[config.mk]
export PLATFORM = sky130hd
export DESIGN_NAME = core_controller
export DESIGN_NICKNAME = d
export VERILOG_FILES = /design/src/ctrl_pkg.sv /design/src/ctrl_fsm.sv /design/src/hazard_unit.sv /design/src/fwd_unit.sv /design/src/core_controller.sv
export SDC_FILE = /design/constraint.sdc
export NUM_CORES = 1
export LEC_CHECK = 0
export ABC_CLOCK_PERIOD_IN_PS = 1900
export BUFFER_PORTS_ARGS = -buffer_cell sky130_fd_sc_hd__buf_2
export CAP_MARGIN = 20
export CORE_ASPECT_RATIO = 1.25
export CORE_MARGIN = 10
export CORE_UTILIZATION = 38
export DETAILED_ROUTE_END_ITERATION = 12
export PLACE_DENSITY = 0.79
export SYNTH_ARGS = -nofsm -noshare
export SYNTH_HDL_FRONTEND = slang
export SYNTH_HIERARCHICAL = 1
export SYNTH_SLANG_ARGS = --single-unit
export TNS_END_PERCENT = 10
[constraint.sdc]
create_clock -name clk -period 1.9 [get_ports clk]
set_input_delay 0.38 -clock clk [delete_from_list [all_inputs] [get_ports clk]]
set_output_delay 0.38 -clock clk [all_outputs]
set_load 0.005 [all_outputs]
[src/ctrl_pkg.sv]
// shared codes for the pipeline controller; encodings must match the fetch stage and ID muxes
package ctrl_pkg;

  //////////////////////////////////////////////////
  // fetch stage PC select
  //////////////////////////////////////////////////

  localparam int PC_SEL_W = 3;

  // boot address after reset or wake-up
  localparam logic [PC_SEL_W-1:0] PC_BOOT      = 3'b000;
  // jump target computed in ID
  localparam logic [PC_SEL_W-1:0] PC_JUMP      = 3'b010;
  // conditional branch target resolved in EX
  localparam logic [PC_SEL_W-1:0] PC_BRANCH    = 3'b011;
  localparam logic [PC_SEL_W-1:0] PC_EXCEPTION = 3'b100;
  // return address of mret
  localparam logic [PC_SEL_W-1:0] PC_ERET      = 3'b101;

  //////////////////////////////////////////////////
  // operand forwarding select
  //////////////////////////////////////////////////

  localparam int FWD_SEL_W = 2;

  localparam logic [FWD_SEL_W-1:0] SEL_REGFILE = 2'b00;
  localparam logic [FWD_SEL_W-1:0] SEL_FW_EX   = 2'b01;
  localparam logic [FWD_SEL_W-1:0] SEL_FW_WB   = 2'b10;

  //////////////////////////////////////////////////
  // jump kind from the decoder
  //////////////////////////////////////////////////

  localparam int JUMP_W = 2;

  localparam logic [JUMP_W-1:0] BRANCH_NONE = 2'b00;
  localparam logic [JUMP_W-1:0] BRANCH_JAL  = 2'b01;
  localparam logic [JUMP_W-1:0] BRANCH_JALR = 2'b10;
  localparam logic [JUMP_W-1:0] BRANCH_COND = 2'b11;

  //////////////////////////////////////////////////
  // controller FSM states, code 7 is unused
  //////////////////////////////////////////////////

  localparam int STATE_W = 3;

  localparam logic [STATE_W-1:0] ST_RESET       = 3'd0;
  localparam logic [STATE_W-1:0] ST_BOOT_SET    = 3'd1;
  localparam logic [STATE_W-1:0] ST_SLEEP       = 3'd2;
  localparam logic [STATE_W-1:0] ST_FIRST_FETCH = 3'd3;
  localparam logic [STATE_W-1:0] ST_DECODE      = 3'd4;
  localparam logic [STATE_W-1:0] ST_FLUSH_EX    = 3'd5;
  localparam logic [STATE_W-1:0] ST_FLUSH_WB    = 3'd6;

endpackage

[src/ctrl_fsm.sv]
// all outputs are combinational from state and inputs; branch_taken_ex_i must never repeat
module ctrl_fsm (
  input  logic                         clk,
  input  logic                         rst_n,

  input  logic                         fetch_enable_i,
  input  logic                         mret_insn_i,
  input  logic                         pipe_flush_i,
  input  logic                         instr_valid_i,
  input  logic                         branch_taken_ex_i,
  input  logic                         int_req_i,
  input  logic                         ext_req_i,
  input  logic                         id_ready_i,
  input  logic                         ex_valid_i,
  input  logic                         jr_stall_i,
  input  logic [ctrl_pkg::JUMP_W-1:0]  jump_in_dec_i,

  output logic                         ctrl_busy_o,
  output logic                         is_decoding_o,
  output logic                         instr_req_o,
  output logic                         pc_set_o,
  output logic [ctrl_pkg::PC_SEL_W-1:0] pc_mux_o,
  output logic                         exc_ack_o,
  output logic                         irq_ack_o,
  output logic                         exc_save_if_o,
  output logic                         exc_save_id_o,
  output logic                         exc_save_takenbranch_o,
  output logic                         exc_restore_id_o,
  output logic                         halt_if_o,
  output logic                         halt_id_o
);

  logic [ctrl_pkg::STATE_W-1:0] state_q;
  logic [ctrl_pkg::STATE_W-1:0] state_d;
  logic                         jump_done_q;
  logic                         jump_done;
  logic                         exc_req;
  logic                         jump_uncond;

  assign exc_req = int_req_i | ext_req_i;

  // only JAL and JALR are resolved in ID, conditional branches go to EX
  always_comb begin
    case (jump_in_dec_i)
      ctrl_pkg::BRANCH_JAL,
      ctrl_pkg::BRANCH_JALR: jump_uncond = 1'b1;
      ctrl_pkg::BRANCH_COND,
      ctrl_pkg::BRANCH_NONE: jump_uncond = 1'b0;
      default:               jump_uncond = 1'b0;
    endcase
  end

  //////////////////////////////////////////////////
  // next state and output decode
  //////////////////////////////////////////////////

  always_comb begin
    // defaults: busy and fetching, nothing redirected
    state_d                = state_q;
    jump_done              = jump_done_q;
    ctrl_busy_o            = 1'b1;
    instr_req_o            = 1'b1;
    is_decoding_o          = 1'b0;
    pc_set_o               = 1'b0;
    pc_mux_o               = ctrl_pkg::PC_BOOT;
    exc_ack_o              = 1'b0;
    irq_ack_o              = 1'b0;
    exc_save_if_o          = 1'b0;
    exc_save_id_o          = 1'b0;
    exc_save_takenbranch_o = 1'b0;
    exc_restore_id_o       = 1'b0;
    halt_if_o              = 1'b0;
    halt_id_o              = 1'b0;

    case (state_q)
      ctrl_pkg::ST_RESET: begin
        // idle until the core is enabled
        ctrl_busy_o = 1'b0;
        instr_req_o = 1'b0;
        if (fetch_enable_i) begin
          state_d = ctrl_pkg::ST_BOOT_SET;
        end
      end

      ctrl_pkg::ST_BOOT_SET: begin
        // load boot address into the prefetcher
        pc_mux_o = ctrl_pkg::PC_BOOT;
        pc_set_o = 1'b1;
        state_d  = ctrl_pkg::ST_FIRST_FETCH;
      end

      ctrl_pkg::ST_SLEEP: begin
        ctrl_busy_o = 1'b0;
        instr_req_o = 1'b0;
        halt_if_o   = 1'b1;
        halt_id_o   = 1'b1;
        // wake on enable or any pending exception
        if (fetch_enable_i || exc_req) begin
          state_d = ctrl_pkg::ST_FIRST_FETCH;
        end
      end

      ctrl_pkg::ST_FIRST_FETCH: begin
        // wait out the IF miss
        if (id_ready_i) begin
          state_d = ctrl_pkg::ST_DECODE;
        end
        // pipe is empty here, so the IF pc is the one to save
        if (exc_req) begin
          pc_mux_o      = ctrl_pkg::PC_EXCEPTION;
          pc_set_o      = 1'b1;
          exc_ack_o     = 1'b1;
          irq_ack_o     = ext_req_i;
          exc_save_if_o = 1'b1;
        end
      end

      ctrl_pkg::ST_DECODE: begin
        // a taken branch in EX kills the instruction in ID
        if (instr_valid_i && !branch_taken_ex_i) begin
          is_decoding_o = 1'b1;

          if (jump_uncond) begin
            pc_mux_o = ctrl_pkg::PC_JUMP;
            // issue once, and only after the target register is ready
            if (!jr_stall_i && !jump_done_q) begin
              pc_set_o  = 1'b1;
              jump_done = 1'b1;
            end
          end else if (exc_req) begin
            // internal request wins over external
            pc_mux_o      = ctrl_pkg::PC_EXCEPTION;
            pc_set_o      = 1'b1;
            exc_ack_o     = 1'b1;
            irq_ack_o     = !int_req_i;
            halt_id_o     = 1'b1;
            exc_save_id_o = 1'b1;
          end

          if (mret_insn_i) begin
            pc_mux_o         = ctrl_pkg::PC_ERET;
            exc_restore_id_o = 1'b1;
            if (!jump_done_q) begin
              pc_set_o  = 1'b1;
              jump_done = 1'b1;
            end
          end

          // WFI, or mret back into sleep
          if (pipe_flush_i || (mret_insn_i && !fetch_enable_i)) begin
            halt_if_o = 1'b1;
            halt_id_o = 1'b1;
            state_d   = ctrl_pkg::ST_FLUSH_EX;
          end
        end

        // no instruction in ID, save the IF pc for an external request
        if (!instr_valid_i && !branch_taken_ex_i && ext_req_i) begin
          pc_mux_o      = ctrl_pkg::PC_EXCEPTION;
          pc_set_o      = 1'b1;
          exc_ack_o     = 1'b1;
          irq_ack_o     = 1'b1;
          halt_id_o     = 1'b1;
          exc_save_if_o = 1'b1;
        end

        if (branch_taken_ex_i) begin
          pc_mux_o = ctrl_pkg::PC_BRANCH;
          pc_set_o = 1'b1;
          // an external request takes the branch target as return address
          if (ext_req_i) begin
            pc_mux_o               = ctrl_pkg::PC_EXCEPTION;
            exc_ack_o              = 1'b1;
            irq_ack_o              = 1'b1;
            halt_id_o              = 1'b1;
            exc_save_takenbranch_o = 1'b1;
          end
        end
      end

      ctrl_pkg::ST_FLUSH_EX: begin
        // bubble into EX until it drains
        halt_if_o = 1'b1;
        halt_id_o = 1'b1;
        if (ex_valid_i) begin
          state_d = ctrl_pkg::ST_FLUSH_WB;
        end
      end

      ctrl_pkg::ST_FLUSH_WB: begin
        halt_if_o = 1'b1;
        halt_id_o = 1'b1;
        if (fetch_enable_i) begin
          halt_if_o = 1'b0;
          state_d   = ctrl_pkg::ST_DECODE;
        end else begin
          state_d = ctrl_pkg::ST_SLEEP;
        end
      end

      default: begin
        // unused code, recover through reset state
        instr_req_o = 1'b0;
        state_d     = ctrl_pkg::ST_RESET;
      end
    endcase
  end

  //////////////////////////////////////////////////
  // state and jump-done registers
  //////////////////////////////////////////////////

  always_ff @(posedge clk or negedge rst_n) begin
    if (!rst_n) begin
      state_q     <= ctrl_pkg::ST_RESET;
      jump_done_q <= 1'b0;
    end else begin
      state_q     <= state_d;
      // held while ID is stalled so the jump is not reissued
      jump_done_q <= jump_done & ~id_ready_i;
    end
  end

endmodule

[src/hazard_unit.sv]
// purely combinational; match bits must already be qualified by the decoder's register use
module hazard_unit (
  input  logic                        is_decoding_i,
  input  logic                        illegal_insn_i,
  input  logic                        data_req_ex_i,
  input  logic                        regfile_we_ex_i,
  input  logic                        regfile_we_wb_i,
  input  logic                        regfile_alu_we_fw_i,
  input  logic [ctrl_pkg::JUMP_W-1:0] jump_in_dec_i,

  input  logic                        reg_d_ex_is_reg_a_i,
  input  logic                        reg_d_ex_is_reg_b_i,
  input  logic                        reg_d_ex_is_reg_c_i,
  input  logic                        reg_d_wb_is_reg_a_i,
  input  logic                        reg_d_wb_is_reg_b_i,
  input  logic                        reg_d_wb_is_reg_c_i,
  input  logic                        reg_d_alu_is_reg_a_i,
  input  logic                        reg_d_alu_is_reg_b_i,
  input  logic                        reg_d_alu_is_reg_c_i,

  output logic                        load_stall_o,
  output logic                        jr_stall_o,
  output logic                        deassert_we_o
);

  logic ex_hits_any;
  logic a_pending;

  // EX destination read by any operand of the ID instruction
  assign ex_hits_any = reg_d_ex_is_reg_a_i | reg_d_ex_is_reg_b_i | reg_d_ex_is_reg_c_i;

  // load data only arrives in WB, so no forward can cover it
  assign load_stall_o = data_req_ex_i & regfile_we_ex_i & ex_hits_any;

  // operand A of JALR still in flight somewhere down the pipe
  assign a_pending = (regfile_we_wb_i & reg_d_wb_is_reg_a_i) |
                     (regfile_we_ex_i & reg_d_ex_is_reg_a_i) |
                     (regfile_alu_we_fw_i & reg_d_alu_is_reg_a_i);

  // JALR target goes straight to the PC, it is never forwarded
  assign jr_stall_o = (jump_in_dec_i == ctrl_pkg::BRANCH_JALR) & a_pending;

  // kill the write of anything that does not really retire from ID
  assign deassert_we_o = ~is_decoding_i | illegal_insn_i | load_stall_o | jr_stall_o;

endmodule

[src/fwd_unit.sv]
// purely combinational; ALU path forward beats WB, misaligned and multicycle overrides beat both
module fwd_unit (
  input  logic                           regfile_we_wb_i,
  input  logic                           regfile_alu_we_fw_i,
  input  logic                           data_misaligned_i,
  input  logic                           mult_multicycle_i,

  input  logic                           reg_d_wb_is_reg_a_i,
  input  logic                           reg_d_wb_is_reg_b_i,
  input  logic                           reg_d_wb_is_reg_c_i,
  input  logic                           reg_d_alu_is_reg_a_i,
  input  logic                           reg_d_alu_is_reg_b_i,
  input  logic                           reg_d_alu_is_reg_c_i,

  output logic [ctrl_pkg::FWD_SEL_W-1:0] operand_a_fw_mux_sel_o,
  output logic [ctrl_pkg::FWD_SEL_W-1:0] operand_b_fw_mux_sel_o,
  output logic [ctrl_pkg::FWD_SEL_W-1:0] operand_c_fw_mux_sel_o
);

  always_comb begin
    operand_a_fw_mux_sel_o = ctrl_pkg::SEL_REGFILE;
    operand_b_fw_mux_sel_o = ctrl_pkg::SEL_REGFILE;
    operand_c_fw_mux_sel_o = ctrl_pkg::SEL_REGFILE;

    // WB -> ID, oldest result
    if (regfile_we_wb_i) begin
      if (reg_d_wb_is_reg_a_i) operand_a_fw_mux_sel_o = ctrl_pkg::SEL_FW_WB;
      if (reg_d_wb_is_reg_b_i) operand_b_fw_mux_sel_o = ctrl_pkg::SEL_FW_WB;
      if (reg_d_wb_is_reg_c_i) operand_c_fw_mux_sel_o = ctrl_pkg::SEL_FW_WB;
    end

    // EX -> ID, younger result overrides WB
    if (regfile_alu_we_fw_i) begin
      if (reg_d_alu_is_reg_a_i) operand_a_fw_mux_sel_o = ctrl_pkg::SEL_FW_EX;
      if (reg_d_alu_is_reg_b_i) operand_b_fw_mux_sel_o = ctrl_pkg::SEL_FW_EX;
      if (reg_d_alu_is_reg_c_i) operand_c_fw_mux_sel_o = ctrl_pkg::SEL_FW_EX;
    end

    // second half of a misaligned access reuses the address from EX
    if (data_misaligned_i) begin
      operand_a_fw_mux_sel_o = ctrl_pkg::SEL_FW_EX;
      operand_b_fw_mux_sel_o = ctrl_pkg::SEL_REGFILE;
    end else if (mult_multicycle_i) begin
      // multiplier keeps its partial result on operand C
      operand_c_fw_mux_sel_o = ctrl_pkg::SEL_FW_EX;
    end
  end

endmodule

[src/core_controller.sv]
// top of the controller; no registers outside ctrl_fsm, all outputs settle in the same cycle
module core_controller (
  input  logic                           clk,
  input  logic                           rst_n,

  input  logic                           fetch_enable_i,
  input  logic                           illegal_insn_i,
  input  logic                           mret_insn_i,
  input  logic                           pipe_flush_i,
  input  logic                           instr_valid_i,
  input  logic                           data_req_ex_i,
  input  logic                           data_misaligned_i,
  input  logic                           mult_multicycle_i,
  input  logic                           branch_taken_ex_i,
  input  logic                           int_req_i,
  input  logic                           ext_req_i,
  input  logic                           id_ready_i,
  input  logic                           ex_valid_i,
  input  logic                           regfile_we_ex_i,
  input  logic                           regfile_we_wb_i,
  input  logic                           regfile_alu_we_fw_i,
  input  logic [ctrl_pkg::JUMP_W-1:0]    jump_in_dec_i,

  input  logic                           reg_d_ex_is_reg_a_i,
  input  logic                           reg_d_ex_is_reg_b_i,
  input  logic                           reg_d_ex_is_reg_c_i,
  input  logic                           reg_d_wb_is_reg_a_i,
  input  logic                           reg_d_wb_is_reg_b_i,
  input  logic                           reg_d_wb_is_reg_c_i,
  input  logic                           reg_d_alu_is_reg_a_i,
  input  logic                           reg_d_alu_is_reg_b_i,
  input  logic                           reg_d_alu_is_reg_c_i,

  output logic                           ctrl_busy_o,
  output logic                           is_decoding_o,
  output logic                           deassert_we_o,
  output logic                           instr_req_o,
  output logic                           pc_set_o,
  output logic [ctrl_pkg::PC_SEL_W-1:0]  pc_mux_o,
  output logic                           exc_ack_o,
  output logic                           irq_ack_o,
  output logic                           exc_save_if_o,
  output logic                           exc_save_id_o,
  output logic                           exc_save_takenbranch_o,
  output logic                           exc_restore_id_o,
  output logic                           halt_if_o,
  output logic                           halt_id_o,
  output logic                           jr_stall_o,
  output logic                           load_stall_o,
  output logic [ctrl_pkg::FWD_SEL_W-1:0] operand_a_fw_mux_sel_o,
  output logic [ctrl_pkg::FWD_SEL_W-1:0] operand_b_fw_mux_sel_o,
  output logic [ctrl_pkg::FWD_SEL_W-1:0] operand_c_fw_mux_sel_o
);

  //////////////////////////////////////////////////
  // sequencing FSM
  //////////////////////////////////////////////////

  ctrl_fsm u_ctrl_fsm (
    .clk                    (clk),
    .rst_n                  (rst_n),
    .fetch_enable_i         (fetch_enable_i),
    .mret_insn_i            (mret_insn_i),
    .pipe_flush_i           (pipe_flush_i),
    .instr_valid_i          (instr_valid_i),
    .branch_taken_ex_i      (branch_taken_ex_i),
    .int_req_i              (int_req_i),
    .ext_req_i              (ext_req_i),
    .id_ready_i             (id_ready_i),
    .ex_valid_i             (ex_valid_i),
    // jump waits on the hazard unit
    .jr_stall_i             (jr_stall_o),
    .jump_in_dec_i          (jump_in_dec_i),
    .ctrl_busy_o            (ctrl_busy_o),
    .is_decoding_o          (is_decoding_o),
    .instr_req_o            (instr_req_o),
    .pc_set_o               (pc_set_o),
    .pc_mux_o               (pc_mux_o),
    .exc_ack_o              (exc_ack_o),
    .irq_ack_o              (irq_ack_o),
    .exc_save_if_o          (exc_save_if_o),
    .exc_save_id_o          (exc_save_id_o),
    .exc_save_takenbranch_o (exc_save_takenbranch_o),
    .exc_restore_id_o       (exc_restore_id_o),
    .halt_if_o              (halt_if_o),
    .halt_id_o              (halt_id_o)
  );

  //////////////////////////////////////////////////
  // stalls and forwarding
  //////////////////////////////////////////////////

  hazard_unit u_hazard_unit (
    .is_decoding_i        (is_decoding_o),
    .illegal_insn_i       (illegal_insn_i),
    .data_req_ex_i        (data_req_ex_i),
    .regfile_we_ex_i      (regfile_we_ex_i),
    .regfile_we_wb_i      (regfile_we_wb_i),
    .regfile_alu_we_fw_i  (regfile_alu_we_fw_i),
    .jump_in_dec_i        (jump_in_dec_i),
    .reg_d_ex_is_reg_a_i  (reg_d_ex_is_reg_a_i),
    .reg_d_ex_is_reg_b_i  (reg_d_ex_is_reg_b_i),
    .reg_d_ex_is_reg_c_i  (reg_d_ex_is_reg_c_i),
    .reg_d_wb_is_reg_a_i  (reg_d_wb_is_reg_a_i),
    .reg_d_wb_is_reg_b_i  (reg_d_wb_is_reg_b_i),
    .reg_d_wb_is_reg_c_i  (reg_d_wb_is_reg_c_i),
    .reg_d_alu_is_reg_a_i (reg_d_alu_is_reg_a_i),
    .reg_d_alu_is_reg_b_i (reg_d_alu_is_reg_b_i),
    .reg_d_alu_is_reg_c_i (reg_d_alu_is_reg_c_i),
    .load_stall_o         (load_stall_o),
    .jr_stall_o           (jr_stall_o),
    .deassert_we_o        (deassert_we_o)
  );

  fwd_unit u_fwd_unit (
    .regfile_we_wb_i        (regfile_we_wb_i),
    .regfile_alu_we_fw_i    (regfile_alu_we_fw_i),
    .data_misaligned_i      (data_misaligned_i),
    .mult_multicycle_i      (mult_multicycle_i),
    .reg_d_wb_is_reg_a_i    (reg_d_wb_is_reg_a_i),
    .reg_d_wb_is_reg_b_i    (reg_d_wb_is_reg_b_i),
    .reg_d_wb_is_reg_c_i    (reg_d_wb_is_reg_c_i),
    .reg_d_alu_is_reg_a_i   (reg_d_alu_is_reg_a_i),
    .reg_d_alu_is_reg_b_i   (reg_d_alu_is_reg_b_i),
    .reg_d_alu_is_reg_c_i   (reg_d_alu_is_reg_c_i),
    .operand_a_fw_mux_sel_o (operand_a_fw_mux_sel_o),
    .operand_b_fw_mux_sel_o (operand_b_fw_mux_sel_o),
    .operand_c_fw_mux_sel_o (operand_c_fw_mux_sel_o)
  );

endmodule

==> metrics.txt, run 1 <==
count of different cell masters after synthesis=37; ant diodes=0; crit share post-route=between 90% and 100%; share of flip-flops with an asynchronous set or reset=between 90% and 100%; die area=about 0.0037 mm2; IO Port Bufs=52; maximum vdd drop=0.0003635 V; Clock transition at path regs=about 0.040 ns; Worst path depth=6; initial antenna violation count=0; yosys synthesis warning count=6; Period minus WS final=about 1.9 ns; Top Layer Used=met4; fraction of layout cells with a size suffix above 1=roughly half; Post-Route M1 WL=about 930 um; Slew Limit Fails=0; slowest cell on the critical path=dfrtp_2; Synth Register Bits=4; total power=between 1 and 1.5 mW; H-tree depth=1; Final Hold Vio Count=0; crit-path cells=buf_4 > and2_4 > and2b_4 > o21ai_1 > a21oi_1 > buf_2; Slew @ Worst Pin=approximately 0.40 ns; Layout Area Growth over Synthesis=65.75%; top_reg_cell synth=dfrtp_1; clock buffer depth=2; reg-to-reg slack, setup=a little over 0.6 ns; worst-case clock skew=0.0004903 ns; Setup crit start=u_ctrl_fsm/state_q[1]; final std cells w/o fill=around 170; Die Y=around 66 um; CP endpoint kind=primary output; remaining antenna violation count=0; clk sinks=4; Critical path buffers and inverters=2; hold_ws=around 0.35 ns; drt pass-1 iters=4; max_cap viols=0; reg2reg path depth=6; Final GP Congestion=around 0.86; CP startpoint kind=register; CTS tree=yes; WL/cell=between 15 and 20 um; HPWL Detailed=about 2.1 mm; Top-Level Pins=53; initial core utilization=approximately two fifths; first-pass GRT wire length=~4.3 mm; clock buffer count from CTS=3; gr usage total=between 10% and 20%; crit path max fanout=5; final setup violation count=0; reg2reg end=u_ctrl_fsm/state_q[0]; slowest cell delay on critical path=0.44 ns; die width=between 50 and 60 um; max_slew headroom=about 73%; Vias=between 900 and 1000; starting DRC count in detailed routing=26; worst skew pair latency=between 0.2 and 0.25 ns; Clk Tree Root Cell=clkbuf_4; vias per inst=5.506; crit path DAT=1.51 ns; crit-path leading delay family=flip-flops; register area share after synthesis=around 16%; routed wire length=~2.7 mm; grt ovf=0; worst min path class=in -> reg; Static Leakage=between 0.5 and 0.6 nW; largest net degree at the start of global routing=12; Placed Cells=about 160; Cell Rows=16; Critical Path Sink=exc_ack_o; status=completed; number of flops mapped to enable cells by yosys=0; Routed met3 length=just over 400 um; core box area=0.001582 mm2; WP data required=around 1.5 ns; RSZ-0062 raised after global routing=yes; Mapped Cells=between 90 and 100; DR WL met2=about 1.3 mm; Remaining DRCs=0; final net count=around 190; Max Fclk=~0.53 GHz; Syn Nets=121; FF-to-FF Start=u_ctrl_fsm/state_q[1]; kind of critical path=reg -> out; Power Density=a little under 1000 mW/mm2; mapped cell area=635.6 um2; mean post-synth cell area=6.909 um2; vias in the first global route=about 1000
[layout make-up]
| type | instances | area [um2] |
|---|---|---|
| fillers | 138 | 528.0 |
| multi-input cells | 77 | 515.5 |
| repair buffers | 62 | 360.3 |
| flip-flops and latches | 4 | 102.6 |
| inverters | 8 | 30.03 |
| clock buffers | 3 | 22.52 |
| well taps | 18 | 22.52 |
[flip-flops by register name, indices dropped and copies added, names as in the netlist]
signal	count
u_ctrl_fsm/state_q	3
u_ctrl_fsm/jump_done_q	1
[metal layers]
metal | vias up | GRT usage [%]
li1 | 463 | -
met1 | 430 | 12.28
met2 | 52 | 23.90
met3 | 2 | 8.846
met4 | 0 | 6.627
met5 | - | 0
[cells in the mapped netlist (3+ instances only)]
master    n  area share, %
nor2_1    6            3.5
o311ai_1  3            4.1
nand2_1   8            4.7
a21oi_1   8            6.3
nand2b_1  5            4.9
inv_1     8            4.7
nor3_1    4            3.1
o21ai_0   6            4.7
nor2b_1   4            3.9
o21ai_1   4            3.1
dfrtp_1   4             16
[cells by family after synthesis]
| logic type | share of synthesized area, % |
|---|---|
| and+or+nand+nor | 36.22 |
| AOI/OAI and AO/OA | 38.59 |
| buffers and inverters | 8.071 |
| DFF | 15.75 |
| xor gates and xnor gates | 1.378 |
[stage by stage]
stage / worst slack [ns] / instance area [um2] / utilization (%) / TNS [ns]
after floorplan: 0.3142 / 635.6 / - / 0
after global placement: 0.09357 / 927.1 / 58.62 / 0
after detailed placement: 0.05208 / 927.1 / 58.62 / 0
after CTS: 0.004394 / 1027 / 64.95 / 0
after global routing: -0.07273 / 1054 / 66.61 / -0.1855
final: 0.01324 / 1054 / 66.61 / 0
[cell usage in the layout, fill, tap and decap left out, types with 2 or more instances in the layout]
cell type	count
a21oi_1	8
and2_4	2
and4_1	2
buf_2	49
buf_4	8
buf_6	4
clkbuf_4	3
dfrtp_1	2
dfrtp_2	2
inv_1	8
nand2_1	8
nand2b_1	4
nor2_1	6
nor2b_1	3
nor3_1	4
o21a_1	2
o21ai_0	6
o21ai_1	3
o21ai_2	2
o311ai_1	2
o31ai_1	2
[repair_timing]
| action | 4_1_cts | 5_1_grt |
|---|---|---|
| setup buffers | 5 | 0 |
| gates resized for setup | 7 | 6 |
| pin swaps | 2 | 2 |
| hold buffers | 1 | 0 |
| hold endpoints to repair | 4 | 0 |
| setup endpoints to repair | 2 | 6 |
[worst min path at each step]
stage          slack [ns]                endpoint  depth (start not counted)  startpoint
2_1_floorplan        0.08  u_ctrl_fsm/jump_done_q                          0       rst_n
3_3_place_gp         0.19   u_ctrl_fsm/state_q[1]                          1       rst_n
5_1_grt              0.36  u_ctrl_fsm/jump_done_q                          2  id_ready_i
4_1_cts              0.34  u_ctrl_fsm/jump_done_q                          2  id_ready_i
3_5_place_dp         0.19   u_ctrl_fsm/state_q[1]                          1       rst_n
6_report             0.35  u_ctrl_fsm/jump_done_q                          2  id_ready_i
[report_power, final]
part | switching, mW | leakage, nW | internal [mW]
Combinational | 0.348 | 0.505 | 0.389
Clock | 0.0369 | 0.0138 | 0.0708
Sequential | 0.0476 | 0.0481 | 0.122
(Power assumes the default switching activity.)
==> inputs of run 2 (changes only) <==
- CORE_UTILIZATION: 38 -> 35
- PLACE_DENSITY: 0.79 -> 0.74
==> run 2 against run 1 <==
Compared with the run above: sequential share of layout area shrank 0.72 points; setup slack lost 0.012 ns; fmax shrank 0.63%; flip-flop and latch count is the same; wire length grew 7.9%; power grew 6.7%; via count shrank 0.42%; clock skew grew 0.00099 ns; count of clock-buffer cells in the layout is the same; design area grew 5.3%; register-to-register slack gained 0.03 ns; clock power is essentially flat; largest cell class unchanged.
==> metrics.txt, run 2 (synthesis results as in run 1) <==
max FFs per register=3 (unchanged); initial core utilization=36.44% (-3.7 points); CP startpoint kind=register; commonest non-fill, non-tap cell in the layout=buf_2; Placed Cells=164 (+0.61%); HP Start=id_ready_i; Clock transition at path regs=0.04 ns (about the same); grt ovf=0 (unchanged); final setup violation count=0 (unchanged); Remaining DRCs=0 (unchanged); die width=58.12 um (+2.7%); Slew @ Worst Pin=0.3871 ns (-0.01267 ns); Top Layer Used=met3; Post-Route M1 WL=1.073 mm (+16%); worst setup margin=0.001352 ns (-0.01189 ns); Static Leakage=0.6043 nW (+6.6%); Die Y=67.65 um (+2.9%); worst-case clock skew=0.001482 ns (+0.0009917 ns); FF-to-FF Start=u_ctrl_fsm/state_q[0]; Cell Rows=17 (+1); total power=1.083 mW (+6.7%); DR WL met2=1.528 mm (+15%); CP endpoint kind=primary output; ant diodes=0 (unchanged); IO Port Bufs=52 (unchanged); Top-Level Pins=53 (unchanged); die area=0.003931 mm2 (+5.7%); starting DRC count in detailed routing=15 (-42%); clk sinks=4 (unchanged); Final GP Congestion=0.7958 (-7.5%); Period minus WS final=1.899 ns (+0.01189 ns); maximum vdd drop=0.0003655 V (+0.56%); largest net degree at the start of global routing=13 (+1); routed wire length=2.902 mm (+7.9%); Slew Limit Fails=0 (unchanged); final net count=191 (+3.2%); WP data required=1.52 ns (about the same); worst min path class=in -> reg; first-pass GRT wire length=4.388 mm (+2.1%); TNS Setup=0 ns (unchanged); Final Hold Vio Count=0 (unchanged); CTS tree=yes; gr usage total=13.50% (-0.31 points); H-tree depth=1 (unchanged); remaining antenna violation count=0 (unchanged); Routed met3 length=300 um (-26%); max_slew headroom=74.11% (+0.76 points); RSZ-0062 raised after global routing=yes; Vias=943 (-0.42%); Critical Path Sink=deassert_we_o; Layout Area Growth over Synthesis=74.61%; HPWL Detailed=2.176 mm (+2.9%); WL/cell=16.21 um (+3.7%); vias in the first global route=1042 (+0.19%); drt pass-1 iters=6 (+2); initial antenna violation count=0 (unchanged); clock buffer count from CTS=3 (unchanged); max_cap viols=0 (unchanged); crit path max fanout=6 (+1); Power Density=975.7 mW/mm2 (+1.3%); crit share post-route=99.93% (+0.63 points); worst skew pair latency=0.24 ns (about the same); Place WS=-0.02689 ns (-0.07898 ns); kind of critical path=reg -> out; vias per inst=5.268 (-4.3%); status=completed; largest registers=u_ctrl_fsm/state_q (3), u_ctrl_fsm/jump_done_q (1); fraction of layout cells with a size suffix above 1=52.50% (+1.2 points); Top reg by flops=u_ctrl_fsm/state_q; hold path depth=2 (unchanged); crit path DAT=1.52 ns (about the same); reg2reg end=u_ctrl_fsm/state_q[0]; final std cells w/o fill=179 (+4.1%); clock buffer depth=2 (unchanged); reg-to-reg slack, setup=0.64 ns (+0.03 ns); Setup crit start=u_ctrl_fsm/state_q[0]; core box area=0.001744 mm2 (+10%); Clk Tree Root Cell=clkbuf_4; Max Fclk=0.5267 GHz (-0.63%); reg2reg path depth=5 (-1); most frequent cells in the layout=50 x buf_2, 12 x buf_4, 8 x nand2_1, 8 x a21oi_1, 8 x inv_1
-- run 2: layout make-up --
class | instances | area (um2)
inverter | 8 | 30.03
tap | 19 | 23.77
fill | 169 | 634.4
timing repair buffer | 68 | 406.6
multi-input combinational | 77 | 526.8
clock buffer | 3 | 22.52
sequential | 4 | 100.1
-- run 2: layer usage --
layer,GRT usage [%],vias to the layer above
li1,-,470
met1,12.84,434
met2,24.73,39
met3,6.754,0
met4,4.412,0
met5,0,-
-- run 2: worst max-delay path: stages, from the launching register on --
cell	delay, ns
dfrtp_1	0.41
nor3b_4	0.29
and2_4	0.23
nor2b_4	0.13
o311ai_1	0.08
buf_2	0.15
-- run 2: worst min path at each step --
stage | endpoint | slack [ns]
2_1_floorplan | u_ctrl_fsm/jump_done_q | 0.08
3_3_place_gp | u_ctrl_fsm/state_q[2] | 0.19
3_5_place_dp | u_ctrl_fsm/state_q[1] | 0.19
4_1_cts | u_ctrl_fsm/jump_done_q | 0.33
5_1_grt | u_ctrl_fsm/jump_done_q | 0.35
6_report | u_ctrl_fsm/jump_done_q | 0.35
-- run 2: what timing repair did --
action                                  CTS  global route
hold buffers                              1             0
resized for setup                         2            13
endpoints found under the hold margin     4             0
pin swaps                                 2             6
setup buffers                             2             9
endpoints found under the setup margin    4             6
gates cloned                              0             0
-- run 2: through the flow --
step	hold slack [ns]	util, %	instance area (um2)
finish	0.3451	63.63	1110
global route	0.3518	63.63	1110
CTS	0.3340	56.53	985.9
detailed placement	0.1885	53.23	928.4
global placement	0.1856	53.23	928.4
floorplan	0.08441	-	635.6
-- run 2: power by group --
part	total (mW)	internal, mW	switching [mW]
Sequential	0.152	0.118	0.0339
Combinational	0.825	0.443	0.382
Clock	0.106	0.0707	0.0355
